<file path="config.mk">
export PLATFORM = sky130hd
export DESIGN_NAME = video_main
export DESIGN_NICKNAME = d
export VERILOG_FILES = /design/src/logic/xv_pkg.sv /design/src/logic/reg_interface.sv /design/src/logic/video_gen.sv /design/src/logic/video_main.sv /design/src/logic/vram_arb.sv /design/src/logic/xr_regs.sv
export SDC_FILE = /design/constraint.sdc
export NUM_CORES = 2
export LEC_CHECK = 0
export ABC_CLOCK_PERIOD_IN_PS = 4900
export CORE_MARGIN = 1.5
export CORE_UTILIZATION = 63
export CTS_BUF_LIST = sky130_fd_sc_hd__clkbuf_16
export DETAILED_ROUTE_END_ITERATION = 8
export DONT_BUFFER_PORTS = 1
export PLACE_DENSITY = 0.79
export SYNTH_ARGS = -nofsm -noshare
export SYNTH_HDL_FRONTEND = slang
export SYNTH_MEMORY_MAX_BITS = 65536
export SYNTH_SLANG_ARGS = --single-unit
</file>
<file path="constraint.sdc">
create_clock -name clk -period 4.9 [get_ports clk]
set_clock_uncertainty 0.15 [all_clocks]
set_input_delay 0.245 -clock clk [delete_from_list [all_inputs] [get_ports clk]]
set_output_delay 0.245 -clock clk [all_outputs]
set_load 0.02 [all_outputs]
</file>
<file path="src/logic/xv_pkg.sv">
/*
 * shared definitions for the bitmap video controller
 * word and address types, bus register numbers, raster and memory constants
 */
`default_nettype none

package xv_pkg;

typedef logic [15:0] word_t;        // vram or xr data word
typedef logic [7:0]  vram_addr_t;   // 256 vram words
typedef logic [4:0]  xr_addr_t;     // lut entries then video regs
typedef logic [3:0]  color_t;       // lut index
typedef logic [3:0]  intr_t;        // vblank at bit 0, line compare at bit 1
typedef logic [4:0]  hcount_t;      // holds 0 to H_TOTAL-1
typedef logic [3:0]  vcount_t;      // holds 0 to V_TOTAL-1

typedef struct packed {
    logic [3:0] red;
    logic [3:0] green;
    logic [3:0] blue;
} rgb_t;

typedef struct packed {
    logic hsync;
    logic vsync;
    logic de;                       // display enable
} vid_sync_t;

typedef struct packed {
    logic       wr;                 // 1 write, 0 read
    vram_addr_t addr;               // xr requests use the low 5 bits
    word_t      data;
} mem_req_t;

// cpu bus register numbers
typedef enum logic [3:0] {
    XM_WR_ADDR  = 4'h0,
    XM_RD_ADDR  = 4'h1,
    XM_DATA     = 4'h2,
    XM_XR_ADDR  = 4'h3,
    XM_XR_DATA  = 4'h4,
    XM_INT_CTRL = 4'h5,             // mask write, {mask, status} read
    XM_INT_CLR  = 4'h6              // clear strobe
} reg_num_t;

localparam xr_addr_t XR_VID_LINE = 5'h10;   // line compare value
localparam xr_addr_t XR_VID_BASE = 5'h11;   // frame start word

localparam int VRAM_WORDS  = 256;
localparam int LUT_ENTRIES = 16;
localparam int INTR_VBLANK = 0;
localparam int INTR_LINE   = 1;

// tiny raster, one pixel per clock
localparam int H_VISIBLE      = 16;
localparam int H_TOTAL        = 24;
localparam int H_SYNC_START   = 18;
localparam int H_SYNC_END     = 21;
localparam int V_VISIBLE      = 8;
localparam int V_TOTAL        = 10;
localparam int V_SYNC_LINE    = 9;
localparam int WORDS_PER_LINE = H_VISIBLE / 4;  // four pixels per word

localparam int PIX_LATENCY = 3;     // raster count to rgb output

endpackage

`default_nettype wire

</file>
<file path="src/logic/reg_interface.sv">
/*
 * cpu register interface
 * decodes the 8-bit bus into vram and xr word requests, keeps the
 * auto-increment addresses, read buffers and the interrupt mask
 */
`timescale 1ns/1ps
`default_nettype none

module reg_interface (
    input  wire logic               clk,
    input  wire logic               reset_i,
    input  wire logic               bus_cs_n_i,     // one access per low cycle
    input  wire logic               bus_rd_nwr_i,
    input  wire logic [3:0]         bus_reg_num_i,
    input  wire logic               bus_bytesel_i,  // 0 even (high) byte, 1 odd byte
    input  wire logic [7:0]         bus_data_i,
    output logic      [7:0]         bus_data_o,
    output logic                    vram_sel_o,
    output xv_pkg::mem_req_t        vram_req_o,
    input  wire logic               vram_ack_i,
    input  wire xv_pkg::word_t      vram_data_i,
    output logic                    xr_sel_o,
    output xv_pkg::mem_req_t        xr_req_o,
    input  wire logic               xr_ack_i,
    input  wire xv_pkg::word_t      xr_data_i,
    input  wire xv_pkg::intr_t      intr_status_i,
    output xv_pkg::intr_t           intr_mask_o,
    output xv_pkg::intr_t           intr_clear_o
);

xv_pkg::reg_num_t   reg_num;
logic               bus_act;        // access taken this cycle
logic               word_wr;        // odd byte write completes word
logic               word_rd;        // odd byte read advances data ports
logic [7:0]         data_hi;        // latched even byte
xv_pkg::word_t      wr_word;
xv_pkg::word_t      rd_word;        // word for bus reads
xv_pkg::vram_addr_t wr_addr;
xv_pkg::vram_addr_t rd_addr;
xv_pkg::vram_addr_t rd_next;
xv_pkg::xr_addr_t   xr_addr;
xv_pkg::xr_addr_t   xr_next;
xv_pkg::word_t      rd_buf;         // vram prefetch
xv_pkg::word_t      xr_buf;         // xr prefetch

assign reg_num = xv_pkg::reg_num_t'(bus_reg_num_i);
assign bus_act = !bus_cs_n_i && !vram_sel_o && !xr_sel_o;   // dropped while busy
assign word_wr = bus_act && !bus_rd_nwr_i && bus_bytesel_i;
assign word_rd = bus_act && bus_rd_nwr_i && bus_bytesel_i;
assign wr_word = {data_hi, bus_data_i};
assign rd_next = rd_addr + 8'd1;
assign xr_next = xr_addr + 5'd1;

always_comb begin
    case (reg_num)
        xv_pkg::XM_WR_ADDR:  rd_word = {8'h00, wr_addr};
        xv_pkg::XM_RD_ADDR:  rd_word = {8'h00, rd_addr};
        xv_pkg::XM_DATA:     rd_word = rd_buf;
        xv_pkg::XM_XR_ADDR:  rd_word = {11'h000, xr_addr};
        xv_pkg::XM_XR_DATA:  rd_word = xr_buf;
        xv_pkg::XM_INT_CTRL: rd_word = {2{intr_mask_o, intr_status_i}};  // both bytes
        default:             rd_word = 16'h0000;
    endcase
end

// payload capture
always_ff @(posedge clk) begin
    if (bus_act && !bus_rd_nwr_i && !bus_bytesel_i) begin
        data_hi <= bus_data_i;
    end
    if (vram_ack_i && !vram_req_o.wr) begin
        rd_buf <= vram_data_i;                  // data valid with ack
    end
    if (xr_ack_i && !xr_req_o.wr) begin
        xr_buf <= xr_data_i;
    end
end

always_ff @(posedge clk) begin
    if (reset_i) begin
        bus_data_o   <= 8'h00;
        vram_sel_o   <= 1'b0;
        vram_req_o   <= '0;
        xr_sel_o     <= 1'b0;
        xr_req_o     <= '0;
        wr_addr      <= '0;
        rd_addr      <= '0;
        xr_addr      <= '0;
        intr_mask_o  <= '0;
        intr_clear_o <= '0;
    end else begin
        intr_clear_o <= '0;                     // single cycle strobe
        if (vram_ack_i) vram_sel_o <= 1'b0;     // request held until ack
        if (xr_ack_i) xr_sel_o <= 1'b0;
        if (bus_act && bus_rd_nwr_i) begin
            bus_data_o <= bus_bytesel_i ? rd_word[7:0] : rd_word[15:8];
        end
        if (word_wr) begin
            case (reg_num)
                xv_pkg::XM_WR_ADDR: wr_addr <= wr_word[7:0];
                xv_pkg::XM_RD_ADDR: begin
                    rd_addr    <= wr_word[7:0];
                    vram_sel_o <= 1'b1;         // prefetch at new address
                    vram_req_o <= '{wr: 1'b0, addr: wr_word[7:0], data: 16'h0000};
                end
                xv_pkg::XM_DATA: begin
                    vram_sel_o <= 1'b1;
                    vram_req_o <= '{wr: 1'b1, addr: wr_addr, data: wr_word};
                    wr_addr    <= wr_addr + 8'd1;
                end
                xv_pkg::XM_XR_ADDR: begin
                    xr_addr  <= wr_word[4:0];
                    xr_sel_o <= 1'b1;
                    xr_req_o <= '{wr: 1'b0, addr: {3'b000, wr_word[4:0]}, data: 16'h0000};
                end
                xv_pkg::XM_XR_DATA: begin
                    xr_sel_o <= 1'b1;
                    xr_req_o <= '{wr: 1'b1, addr: {3'b000, xr_addr}, data: wr_word};
                    xr_addr  <= xr_next;
                end
                xv_pkg::XM_INT_CTRL: intr_mask_o <= wr_word[7:4];  // same spot as read
                xv_pkg::XM_INT_CLR:  intr_clear_o <= wr_word[3:0];
                default: ;
            endcase
        end
        if (word_rd) begin
            case (reg_num)
                xv_pkg::XM_DATA: begin
                    rd_addr    <= rd_next;      // advance and fetch next word
                    vram_sel_o <= 1'b1;
                    vram_req_o <= '{wr: 1'b0, addr: rd_next, data: 16'h0000};
                end
                xv_pkg::XM_XR_DATA: begin
                    xr_addr  <= xr_next;
                    xr_sel_o <= 1'b1;
                    xr_req_o <= '{wr: 1'b0, addr: {3'b000, xr_next}, data: 16'h0000};
                end
                default: ;
            endcase
        end
    end
end

// no back-pressure, cpu has to wait out a pending request
assert property (@(posedge clk) disable iff (reset_i)
    !bus_cs_n_i |-> !(vram_sel_o || xr_sel_o))
    else $error("bus access dropped while request pending");

endmodule

`default_nettype wire

</file>
<file path="src/logic/video_gen.sv">
/*
 * video generator
 * raster counters and sync, vram word fetch per four pixels,
 * nibble shifter for colour indices and interrupt event pulses
 */
`timescale 1ns/1ps
`default_nettype none

module video_gen (
    input  wire logic               clk,
    input  wire logic               reset_i,
    input  wire xv_pkg::vram_addr_t vid_base_i,     // frame start word
    input  wire xv_pkg::word_t      vid_line_i,     // line compare
    output logic                    vram_sel_o,
    output xv_pkg::vram_addr_t      vram_addr_o,
    input  wire xv_pkg::word_t      vram_data_i,    // one cycle after fetch
    output xv_pkg::color_t          color_index_o,
    output xv_pkg::vid_sync_t       sync_o,
    output xv_pkg::intr_t           intr_signal_o
);

xv_pkg::hcount_t    h_count;
xv_pkg::vcount_t    v_count;
logic               h_last;
logic               v_last;
xv_pkg::vid_sync_t  raster_sync;    // sync at current count
xv_pkg::vid_sync_t  sync_p1;        // stage matching fetch data
logic               fetch_p1;       // vram data valid this cycle
xv_pkg::word_t      pix_shift;      // current pixel in top nibble
xv_pkg::vram_addr_t line_addr;

assign h_last = (h_count == xv_pkg::hcount_t'(xv_pkg::H_TOTAL - 1));
assign v_last = (v_count == xv_pkg::vcount_t'(xv_pkg::V_TOTAL - 1));

assign raster_sync.hsync = (h_count >= xv_pkg::H_SYNC_START) &&
                           (h_count < xv_pkg::H_SYNC_END);
assign raster_sync.vsync = (v_count == xv_pkg::V_SYNC_LINE);
assign raster_sync.de    = (h_count < xv_pkg::H_VISIBLE) && (v_count < xv_pkg::V_VISIBLE);

// base + line * words per line + group of four
assign line_addr   = vid_base_i + xv_pkg::vram_addr_t'(v_count * xv_pkg::WORDS_PER_LINE);
assign vram_sel_o  = raster_sync.de && (h_count[1:0] == 2'b00);
assign vram_addr_o = line_addr + xv_pkg::vram_addr_t'(h_count[4:2]);

assign color_index_o = pix_shift[15:12];    // high nibble first

always_ff @(posedge clk) begin
    if (reset_i) begin
        h_count <= '0;
        v_count <= '0;
    end else if (h_last) begin
        h_count <= '0;
        v_count <= v_last ? '0 : v_count + 4'd1;
    end else begin
        h_count <= h_count + 5'd1;
    end
end

// sync pipeline and event pulses
always_ff @(posedge clk) begin
    if (reset_i) begin
        sync_p1       <= '0;
        sync_o        <= '0;
        fetch_p1      <= 1'b0;
        intr_signal_o <= '0;
    end else begin
        sync_p1       <= raster_sync;
        sync_o        <= sync_p1;           // in step with color_index_o
        fetch_p1      <= vram_sel_o;
        intr_signal_o <= '0;
        if (h_count == '0) begin
            intr_signal_o[xv_pkg::INTR_VBLANK] <= (v_count == xv_pkg::V_VISIBLE);
            intr_signal_o[xv_pkg::INTR_LINE]   <= (vid_line_i == xv_pkg::word_t'(v_count));
        end
    end
end

always_ff @(posedge clk) begin
    if (fetch_p1) begin
        pix_shift <= vram_data_i;
    end else begin
        pix_shift <= {pix_shift[11:0], 4'h0};
    end
end

// fetched word reaches the colour stage inside the visible area
assert property (@(posedge clk) disable iff (reset_i)
    vram_sel_o |-> ##2 sync_o.de)
    else $error("vram fetch outside visible area");

endmodule

`default_nettype wire

</file>
<file path="src/logic/video_main.sv">
/*
 * bitmap video controller top level
 * connects bus interface, vram, video generator and xr registers,
 * keeps interrupt status and drives the cpu interrupt
 */
`timescale 1ns/1ps
`default_nettype none

module video_main (
    input  wire logic           clk,
    input  wire logic           reset_i,
    input  wire logic           bus_cs_n_i,
    input  wire logic           bus_rd_nwr_i,
    input  wire logic [3:0]     bus_reg_num_i,
    input  wire logic           bus_bytesel_i,
    input  wire logic [7:0]     bus_data_i,
    output logic      [7:0]     bus_data_o,     // registered read byte
    output logic                bus_intr_o,
    output xv_pkg::rgb_t        rgb_o,
    output logic                hsync_o,
    output logic                vsync_o,
    output logic                dv_de_o
);

logic               vgen_vram_sel;
xv_pkg::vram_addr_t vgen_vram_addr;
xv_pkg::word_t      vram_data;          // shared vram read data
logic               regs_vram_sel;
xv_pkg::mem_req_t   regs_vram_req;
logic               regs_vram_ack;
logic               regs_xr_sel;
xv_pkg::mem_req_t   regs_xr_req;
logic               regs_xr_ack;
xv_pkg::word_t      xr_data;
xv_pkg::color_t     color_index;
xv_pkg::vid_sync_t  vgen_sync;
xv_pkg::vid_sync_t  out_sync;           // aligned with rgb_o
xv_pkg::word_t      vid_line;
xv_pkg::vram_addr_t vid_base;
xv_pkg::intr_t      intr_mask;          // enabled interrupts
xv_pkg::intr_t      intr_status;        // pending interrupts
xv_pkg::intr_t      intr_signal;        // video events
xv_pkg::intr_t      intr_clear;         // cpu clear strobe

reg_interface reg_interface (
    .clk(clk), .reset_i(reset_i),
    .bus_cs_n_i(bus_cs_n_i), .bus_rd_nwr_i(bus_rd_nwr_i), .bus_reg_num_i(bus_reg_num_i),
    .bus_bytesel_i(bus_bytesel_i), .bus_data_i(bus_data_i), .bus_data_o(bus_data_o),
    .vram_sel_o(regs_vram_sel), .vram_req_o(regs_vram_req),
    .vram_ack_i(regs_vram_ack), .vram_data_i(vram_data),
    .xr_sel_o(regs_xr_sel), .xr_req_o(regs_xr_req),
    .xr_ack_i(regs_xr_ack), .xr_data_i(xr_data),
    .intr_status_i(intr_status), .intr_mask_o(intr_mask), .intr_clear_o(intr_clear)
);

vram_arb vram_arb (
    .clk(clk),
    .vgen_sel_i(vgen_vram_sel), .vgen_addr_i(vgen_vram_addr),
    .regs_sel_i(regs_vram_sel), .regs_req_i(regs_vram_req), .regs_ack_o(regs_vram_ack),
    .vram_data_o(vram_data)
);

video_gen video_gen (
    .clk(clk), .reset_i(reset_i),
    .vid_base_i(vid_base), .vid_line_i(vid_line),
    .vram_sel_o(vgen_vram_sel), .vram_addr_o(vgen_vram_addr), .vram_data_i(vram_data),
    .color_index_o(color_index), .sync_o(vgen_sync), .intr_signal_o(intr_signal)
);

xr_regs xr_regs (
    .clk(clk), .reset_i(reset_i),
    .xr_sel_i(regs_xr_sel), .xr_req_i(regs_xr_req), .xr_ack_o(regs_xr_ack), .xr_data_o(xr_data),
    .color_index_i(color_index), .sync_i(vgen_sync), .rgb_o(rgb_o), .sync_o(out_sync),
    .vid_line_o(vid_line), .vid_base_o(vid_base)
);

assign hsync_o = out_sync.hsync;
assign vsync_o = out_sync.vsync;
assign dv_de_o = out_sync.de;

always_ff @(posedge clk) begin
    if (reset_i) begin
        bus_intr_o  <= 1'b0;
        intr_status <= '0;
    end else begin
        bus_intr_o  <= |(intr_signal & intr_mask & ~intr_status);  // enabled and not pending
        intr_status <= (intr_status | intr_signal) & ~intr_clear;   // clear wins over event
    end
end

endmodule

`default_nettype wire

</file>
<file path="src/logic/vram_arb.sv">
/*
 * vram array and arbiter
 * 256-word synchronous ram, video fetch has priority over register port
 */
`timescale 1ns/1ps
`default_nettype none

module vram_arb (
    input  wire logic               clk,
    input  wire logic               vgen_sel_i,     // video fetch
    input  wire xv_pkg::vram_addr_t vgen_addr_i,
    input  wire logic               regs_sel_i,
    input  wire xv_pkg::mem_req_t   regs_req_i,
    output logic                    regs_ack_o,     // one cycle after service
    output xv_pkg::word_t           vram_data_o     // shared read data
);

xv_pkg::word_t      vram [0:xv_pkg::VRAM_WORDS-1];
logic               regs_grant;     // register port served this cycle
xv_pkg::vram_addr_t mem_addr;

// first free cycle, not again while the ack is out
assign regs_grant = regs_sel_i && !vgen_sel_i && !regs_ack_o;
assign mem_addr   = vgen_sel_i ? vgen_addr_i : regs_req_i.addr;

always_ff @(posedge clk) begin
    if (regs_grant && regs_req_i.wr) begin
        vram[mem_addr] <= regs_req_i.data;
    end
    vram_data_o <= vram[mem_addr];      // read every cycle
    regs_ack_o  <= regs_grant;          // data lines up with ack
end

endmodule

`default_nettype wire

</file>
<file path="src/logic/xr_regs.sv">
/*
 * xr register bus
 * colour lookup table, VID_LINE and VID_BASE, plus registered colour output
 */
`timescale 1ns/1ps
`default_nettype none

module xr_regs (
    input  wire logic               clk,
    input  wire logic               reset_i,
    input  wire logic               xr_sel_i,
    input  wire xv_pkg::mem_req_t   xr_req_i,
    output logic                    xr_ack_o,       // always one cycle after select
    output xv_pkg::word_t           xr_data_o,
    input  wire xv_pkg::color_t     color_index_i,
    input  wire xv_pkg::vid_sync_t  sync_i,
    output xv_pkg::rgb_t            rgb_o,
    output xv_pkg::vid_sync_t       sync_o,
    output xv_pkg::word_t           vid_line_o,
    output xv_pkg::vram_addr_t      vid_base_o
);

xv_pkg::word_t  lut [0:xv_pkg::LUT_ENTRIES-1];  // rgb in low 12 bits
xv_pkg::word_t  vid_base;
xv_pkg::word_t  rd_word;
logic           xr_grant;
logic           lut_sel;

assign xr_grant   = xr_sel_i && !xr_ack_o;
assign lut_sel    = (xr_req_i.addr < xv_pkg::LUT_ENTRIES);
assign vid_base_o = vid_base[7:0];

always_comb begin
    if (lut_sel) rd_word = lut[xr_req_i.addr[3:0]];
    else if (xr_req_i.addr == 8'(xv_pkg::XR_VID_LINE)) rd_word = vid_line_o;
    else if (xr_req_i.addr == 8'(xv_pkg::XR_VID_BASE)) rd_word = vid_base;
    else rd_word = 16'h0000;    // unmapped
end

always_ff @(posedge clk) begin
    if (xr_grant && xr_req_i.wr && lut_sel) begin
        lut[xr_req_i.addr[3:0]] <= xr_req_i.data;
    end
    if (xr_grant) begin
        xr_data_o <= rd_word;   // valid with ack
    end
end

always_ff @(posedge clk) begin
    if (reset_i) begin
        xr_ack_o   <= 1'b0;
        vid_line_o <= '0;
        vid_base   <= '0;
    end else begin
        xr_ack_o <= xr_grant;
        if (xr_grant && xr_req_i.wr) begin
            if (xr_req_i.addr == 8'(xv_pkg::XR_VID_LINE)) vid_line_o <= xr_req_i.data;
            if (xr_req_i.addr == 8'(xv_pkg::XR_VID_BASE)) vid_base <= xr_req_i.data;
        end
    end
end

// colour stage, black in blanking
always_ff @(posedge clk) begin
    if (reset_i) begin
        rgb_o  <= '0;
        sync_o <= '0;
    end else begin
        rgb_o  <= sync_i.de ? xv_pkg::rgb_t'(lut[color_index_i][11:0]) : '0;
        sync_o <= sync_i;       // delayed with colour
    end
end

endmodule

`default_nettype wire

</file>
== After elaboration in Yosys (flattened, before gate mapping) ==
Memory sizes are Yosys's and may differ from the RTL's. A register that Yosys moved wholly into a read port is not among the register bits.
Cells that the tools add are included.
Storage, ports and cells
  register bits: 223
  memory bits (writable): 4352
  input port bits: 17
  memories kept: 2
Memory list
  vram_arb.vram: depth 256, bits a word 16, rd ports 1, clocked after memory_dff 1, wr ports 1, RTL line vram_arb.sv:18  | xv_pkg::word_t vram [0:xv_pkg::VRAM_WORDS-1];
  xr_regs.lut: depth 16, bits a word 16, rd ports 2, clocked after memory_dff 2, wr ports 1, RTL line xr_regs.sv:23  | xv_pkg::word_t lut [0:xv_pkg::LUT_ENTRIES-1];
Cells by class
  add/subtract/negate cells: 7
  $lt $le $gt $ge: 5
  equality and inequality tests: 12
  muxes and demuxes: 40
  bitwise logic cells: 10
  reductions and logical operators: 43
Operators by type and width (count)
  $mux 25: 6
  $pmux 25 s2: 2
  $pmux 16 s6: 1
  $mux 16: 4
  $mux 8: 6
  $logic_and 1x1->1: 18
  $add 8x1->8 const B: 2
  $eq 16x4->1: 1
  $eq 8x5->1 const B: 2
  $pmux 8 s2: 1
  $mux 5: 3
  $mux 1: 14
  $and 4x4->4: 3
  $eq 4x3->1 const B: 3
  $add 5x1->5 const B: 2
  $logic_not 1->1: 10
  $lt 5x5->1 const B: 2
  $pmux 5 s2: 1
  $reduce_or 2->1: 5
  $add 8x3->8: 1
  $add 8x6->8: 1
  $eq 4x2->1 const B: 2
  $eq 4x4->1 const B: 2
  $lt 8x5->1 const B: 1
  other kinds (16): 24

== Logic depth before layout (Yosys ltp) ==
  word-level depth: 9
  mapped depth: 15
  mapped depth without buffers: 11

== By module ==
A second synthesis with hierarchy kept.
Second synthesis, totals
  cell total of the unflattened synthesis: 10045
  area, all modules: 178535.0 µm²
Modules (own cells, without submodules)
  vram_arb: times used 1, cells each 8383, area each 156929.3 µm², seq. area each 123338.3 µm²
  xr_regs: times used 1, cells each 885, area each 13919.6 µm², seq. area each 9128.8 µm²
  reg_interface: times used 1, cells each 590, area each 5795.6 µm², seq. area each 2982.9 µm²
  video_gen: times used 1, cells each 168, area each 1715.4 µm², seq. area each 680.7 µm²
  video_main: times used 1, cells each 19, area each 175.2 µm², seq. area each 100.1 µm²

== Worst setup path after synthesis ==
No wires, ideal clock.
  path type: flip-flop to flip-flop
  start: register reg_interface.vram_req_o[0] (netlist name)
  end: memory vram_arb.vram[0][0] (netlist name), data pin
  data arrival time: 3.398 ns
  required time: 3.894 ns
  setup slack: 0.497 ns
  stages on the path, launching flop included: 1
  path buffers: 0
  period minus slack after synthesis: 4.403 ns
  cells stage by stage: dfxtp_1
RTL lines
  start: declaration: RTL line reg_interface.sv:19  | output xv_pkg::mem_req_t vram_req_o,
  start signal: assignment: RTL line reg_interface.sv:104  | vram_req_o <= '{wr: 1'b0, addr: wr_word[7:0], data: 16'h0000};
  start signal: assignment: RTL line reg_interface.sv:108  | vram_req_o <= '{wr: 1'b1, addr: wr_addr, data: wr_word};
  start signal: assignment: RTL line reg_interface.sv:131  | vram_req_o <= '{wr: 1'b0, addr: rd_next, data: 16'h0000};
  end: declaration: RTL line vram_arb.sv:18
Straight into the memory's write port.

== Worst setup path in the final report ==
  start: register video_gen.h_count[0]
  end: register vram_arb.vram_data_o[9], read port of vram_arb.vram
On the way
  word-level cells in the longest chain between the ends: 4
  elaborated cells on any way between the ends: 5
  those cells by class: order compare (1); mux (1); reduce/logical (3)
Ends and longest elaborated chain
  start: declaration: RTL line video_gen.sv:22  | xv_pkg::hcount_t h_count;
  start signal: assignment: RTL line video_gen.sv:55  | h_count <= h_count + 5'd1;
  $lt 5x5->1: RTL line video_gen.sv:38  | assign raster_sync.de = (h_count < xv_pkg::H_VISIBLE) && (v_count < xv_pkg::V_VISIBLE);
  $logic_and 1x1->1: RTL line video_gen.sv:38
  $logic_and 1x1->1 (*): RTL line video_gen.sv:42  | assign vram_sel_o = raster_sync.de && (h_count[1:0] == 2'b00);
  $mux 8 (*): RTL line vram_arb.sv:24  | assign mem_addr = vgen_sel_i ? vgen_addr_i : regs_req_i.addr;
  end: declaration: RTL line vram_arb.sv:15  | output xv_pkg::word_t vram_data_o
Mark *: on every way between the ends. The rest lies on a longest branch, timed or not.
A chain may end at the register's enable or synchronous reset.

==> flow_summary.toml <==
[cells_and_area]
final_util_pct = 72.1
layout_commonest_cell = "edfxtp_1"
nNetsFinal = 12554
nFillCells = 16487
mostFrequentLayoutCells = "edfxtp_1, nand2_1, mux2i_1"
area_growth_pct = 13.6
finish.instance_area_um2 = 206000
drive_gt1_share_pct = 13.8

[critical_path]
start_kind = "flop"
cp.arrival_ns = 5.81
crit_slowest_cell = "a2111oi_0"
cp-end-kind = "flop"
critical_path_class = "flop to flop"
critPathMaxStageDelay_ns = 0.79
cp_max_fo = 18
cp_top_family = "compound AO/OA/AOI/OAI gates"
crit_buf_inv = 6
crit_chain = "inv_1 -> ha_1 -> or3b_4 -> buf_4 -> mux2i_4 -> buf_12 -> buf_4 -> a211oi_1 -> a2111oi_0 -> a22oi_1 -> buf_4 -> a31oi_1 -> a2111oi_2 -> buf_4 -> nand4_1"
crit_required_ns = 5.71
critPathMostFrequentCell = "buf_4"

[place]
gp_congestion = 0.962
port-buffer-count = 0
pre_cts_ws_ns = -0.443
dpl_cell_area_um2 = 191000
dp_hpwl_um = 301000

[pwr]
p_leak_nw = 74.5
powerDensity_nw_per_um2 = 380
power_w = 0.0782
peakVddDrop_v = 0.000450

[global_route]
grt-busiest-layer = "met2"
grt_pass1_wl_um = 740000
antenna_found_initial = 28
grt_use_met2_pct = 52.8
grt_util_met1_pct = 47.0
grt_overflow_total = 0
track_usage_pct = 34.6
grt_max_degree = 193
grt_pass1_vias = 110316
use_met3_pct = 8.74

[drt]
drt_wl_total_um = 514000
wire_per_inst_um = 30.9
drtPass1Iterations = 9
vias = 115030
ant_nets = 0
route.detailed.drc = 0
drt_iter0_markers = 19626
vias_per_cell = 6.90

[cts]
clockRootBuffer = "clkbuf_16"
clock-sinks = 4601
ctsHtreeMaxLevel = 5
clockBufferDepth = 4
cts_made_buffers = 439
clk_pin_slew_ns = 0.07
cts_tree = "done"
clk_latency_ns = 1.00

[timing]
finalHoldViolations = 0
clock.fmax_ghz = 0.200
maxSlewViolCount = 0
fin_crit_sh_pct = 102
relSlewSlack_pct = 15.1
worst_hold_slack_ns = 0.0828
grt_setup_unrepaired = "true"
period_needed_ns = 5.00
setup_slack_ns = -0.0991
setup_violations = 4
worst_slew_pin_slew_ns = 1.27

[floorplan]
dieWidth_um = 539
die_area_um2 = 291000
start_util_pct = 63.4
row_count = 196
io_pins = 41
fp.dieH_um = 539
core_area_um2 = 286000

[min_path]
hold_path.class = "input port to flop"

[logic_synthesis]
syn-cell-area_um2 = 181000
ys_async_sr_fraction_pct = 0
syn_area_per_cell_um2 = 15.1
synth_xor_area_share_pct = 0.106
synth-edff-count = 4408
synth_top_family_by_area = "simple AND/OR/NAND/NOR gates"
synth_compound_area_share_pct = 6.18
synth_fp_nets = 12056
netlist_instances = 12021
yosysSeqAreaShare_pct = 75.2
yosysUniqueCellTypes = 80
synth_mux_area_share_pct = 6.24
ys.flop_type = "edfxtp_1"
yosys.area_share.simple_pct = 10.1
yosys_register_bits = 4601
yosys_warnings = 0
synthAdderAreaFrac_pct = 0.133

[outcome]
violations = "setup timing"
status = "finished, violations left"

[flow_run]
maxCapViolCount = 0
## sequential cells by signal, indices dropped and copies added (netlist names), 5 cells and up
name	cells
reg_interface.xr_req_o	25
reg_interface.wr_addr	8
xr_regs.vid_base	16
vram_arb.vram	4096
video_gen.pix_shift	16
xr_regs.rgb_o	12
reg_interface.rd_addr	8
reg_interface.xr_addr	5
xr_regs.lut	256
xr_regs.vid_line_o	16
video_gen.h_count	5
reg_interface.rd_buf	16
reg_interface.xr_buf	16
reg_interface.vram_req_o	25
xr_regs.xr_data_o	16
reg_interface.bus_data_o	8
reg_interface.data_hi	8
vram_arb.vram_data_o	16
## logic make-up (layout without fill, tap and decap cells)
family,count (synthesis),in the layout
other cells,0,11
fa+ha+maj,18,18
xor+xnor,22,22
flops,4601,4601
simple gates,4169,4169
mux,950,951
compound gates,1408,1408
buf+inv,853,1718
## repair_timing
| item | 4_1_cts | 5_1_grt |
|---|---|---|
| pin swaps | 0 | 3 |
| endpoints found under the hold margin | 176 | 0 |
| gates cloned | 0 | 1 |
| hold buffers | 42 | 0 |
| buffers inserted | 0 | 2 |
| resized for setup | 22 | 38 |
| endpoints found under the setup margin | 14 | 19 |
## path summary, 6_finish.rpt
| kind | startpoint | to | slack [ns] | depth (start not counted) |
|---|---|---|---|---|
| setup / recovery | video_gen.h_count[0]$_SDFF_PP0_ | vram_arb.vram_data_o[9]$_DFF_P_ | -0.1 | 15 |
| hold / removal | bus_data_i[7] | reg_interface.data_hi[7]$_DFFE_PP_ | 0.08 | 1 |
| setup reg to reg | video_gen.h_count[0]$_SDFF_PP0_ | vram_arb.vram_data_o[9]$_DFF_P_ | -0.1 | 15 |
| hold reg to reg | reg_interface.intr_clear_o[3]$_SDFF_PP0_ | intr_status[3]$_SDFF_PP0_ | 0.24 | 1 |
## final cells by class
class	count	area, um2	share of cell area, %
Tap cell	3762	4710	2.29
Antenna cell	11	27.5	0.0134
Clock buffer	439	11000	5.33
Inverter	29	109	0.0529
Sequential cell	4601	136000	66.2
Multi-Input combinational cell	6568	41900	20.4
Clock inverter	370	3460	1.68
Timing Repair Buffer	880	8420	4.09
## cells in the mapped netlist, types with 7 or more instances
master | count | area (um2)
a31o_1 | 29 | 254
a32oi_1 | 466 | 4080
nor4_1 | 7 | 43.8
clkbuf_1 | 463 | 1740
nor2_1 | 382 | 1430
mux2_2 | 21 | 236
a2111oi_0 | 107 | 937
xnor2_1 | 15 | 131
nand3_1 | 692 | 3460
a21oi_1 | 97 | 485
and3_1 | 104 | 651
buf_4 | 43 | 323
mux4_2 | 140 | 3150
nand4_1 | 254 | 1590
buf_6 | 17 | 191
ha_1 | 16 | 200
dfxtp_1 | 193 | 3860
o22ai_1 | 77 | 482
a31oi_1 | 132 | 826
o21ai_0 | 47 | 235
nor3_1 | 26 | 130
xor2_1 | 7 | 61.3
a211oi_1 | 34 | 255
and2_1 | 239 | 1500
nor3b_1 | 9 | 67.6
mux2i_1 | 784 | 7850
nand2b_1 | 15 | 93.8
o41ai_1 | 15 | 131
a22oi_1 | 72 | 541
nor2b_1 | 17 | 106
edfxtp_1 | 4408 | 132000
inv_1 | 29 | 109
a41oi_1 | 18 | 158
a222oi_1 | 11 | 110
nand2_1 | 2399 | 9000
buf_2 | 217 | 1090
a221oi_1 | 234 | 2050
o211a_1 | 31 | 310
buf_1 | 83 | 312
## metrics by stage
step	TNS [ns]	instances
2_1_floorplan	0	12021
3_3_place_gp	-4.13	15792
3_5_place_dp	-2.72	15795
4_1_cts	0	16646
5_1_grt	-0.123	16651
6_report	-0.207	16660
## metal layers
| metal | share of wire [%] | vias up | wire length (um) |
|---|---|---|---|
| met5 | 0.049 | - | 252 |
| met4 | 5.3 | 18 | 27400 |
| met3 | 14 | 1472 | 71200 |
| met2 | 46 | 9188 | 236000 |
| met1 | 35 | 56875 | 179000 |
| li1 | - | 47477 | - |
## power by group
| part | total [W] | internal, W | switching, W |
|---|---|---|---|
| sequential | 0.0426 | 0.0425 | 0.0000824 |
| combinational | 0.00173 | 0.000552 | 0.00117 |
| clock | 0.0339 | 0.0190 | 0.0149 |
(Power assumes the default switching activity.)
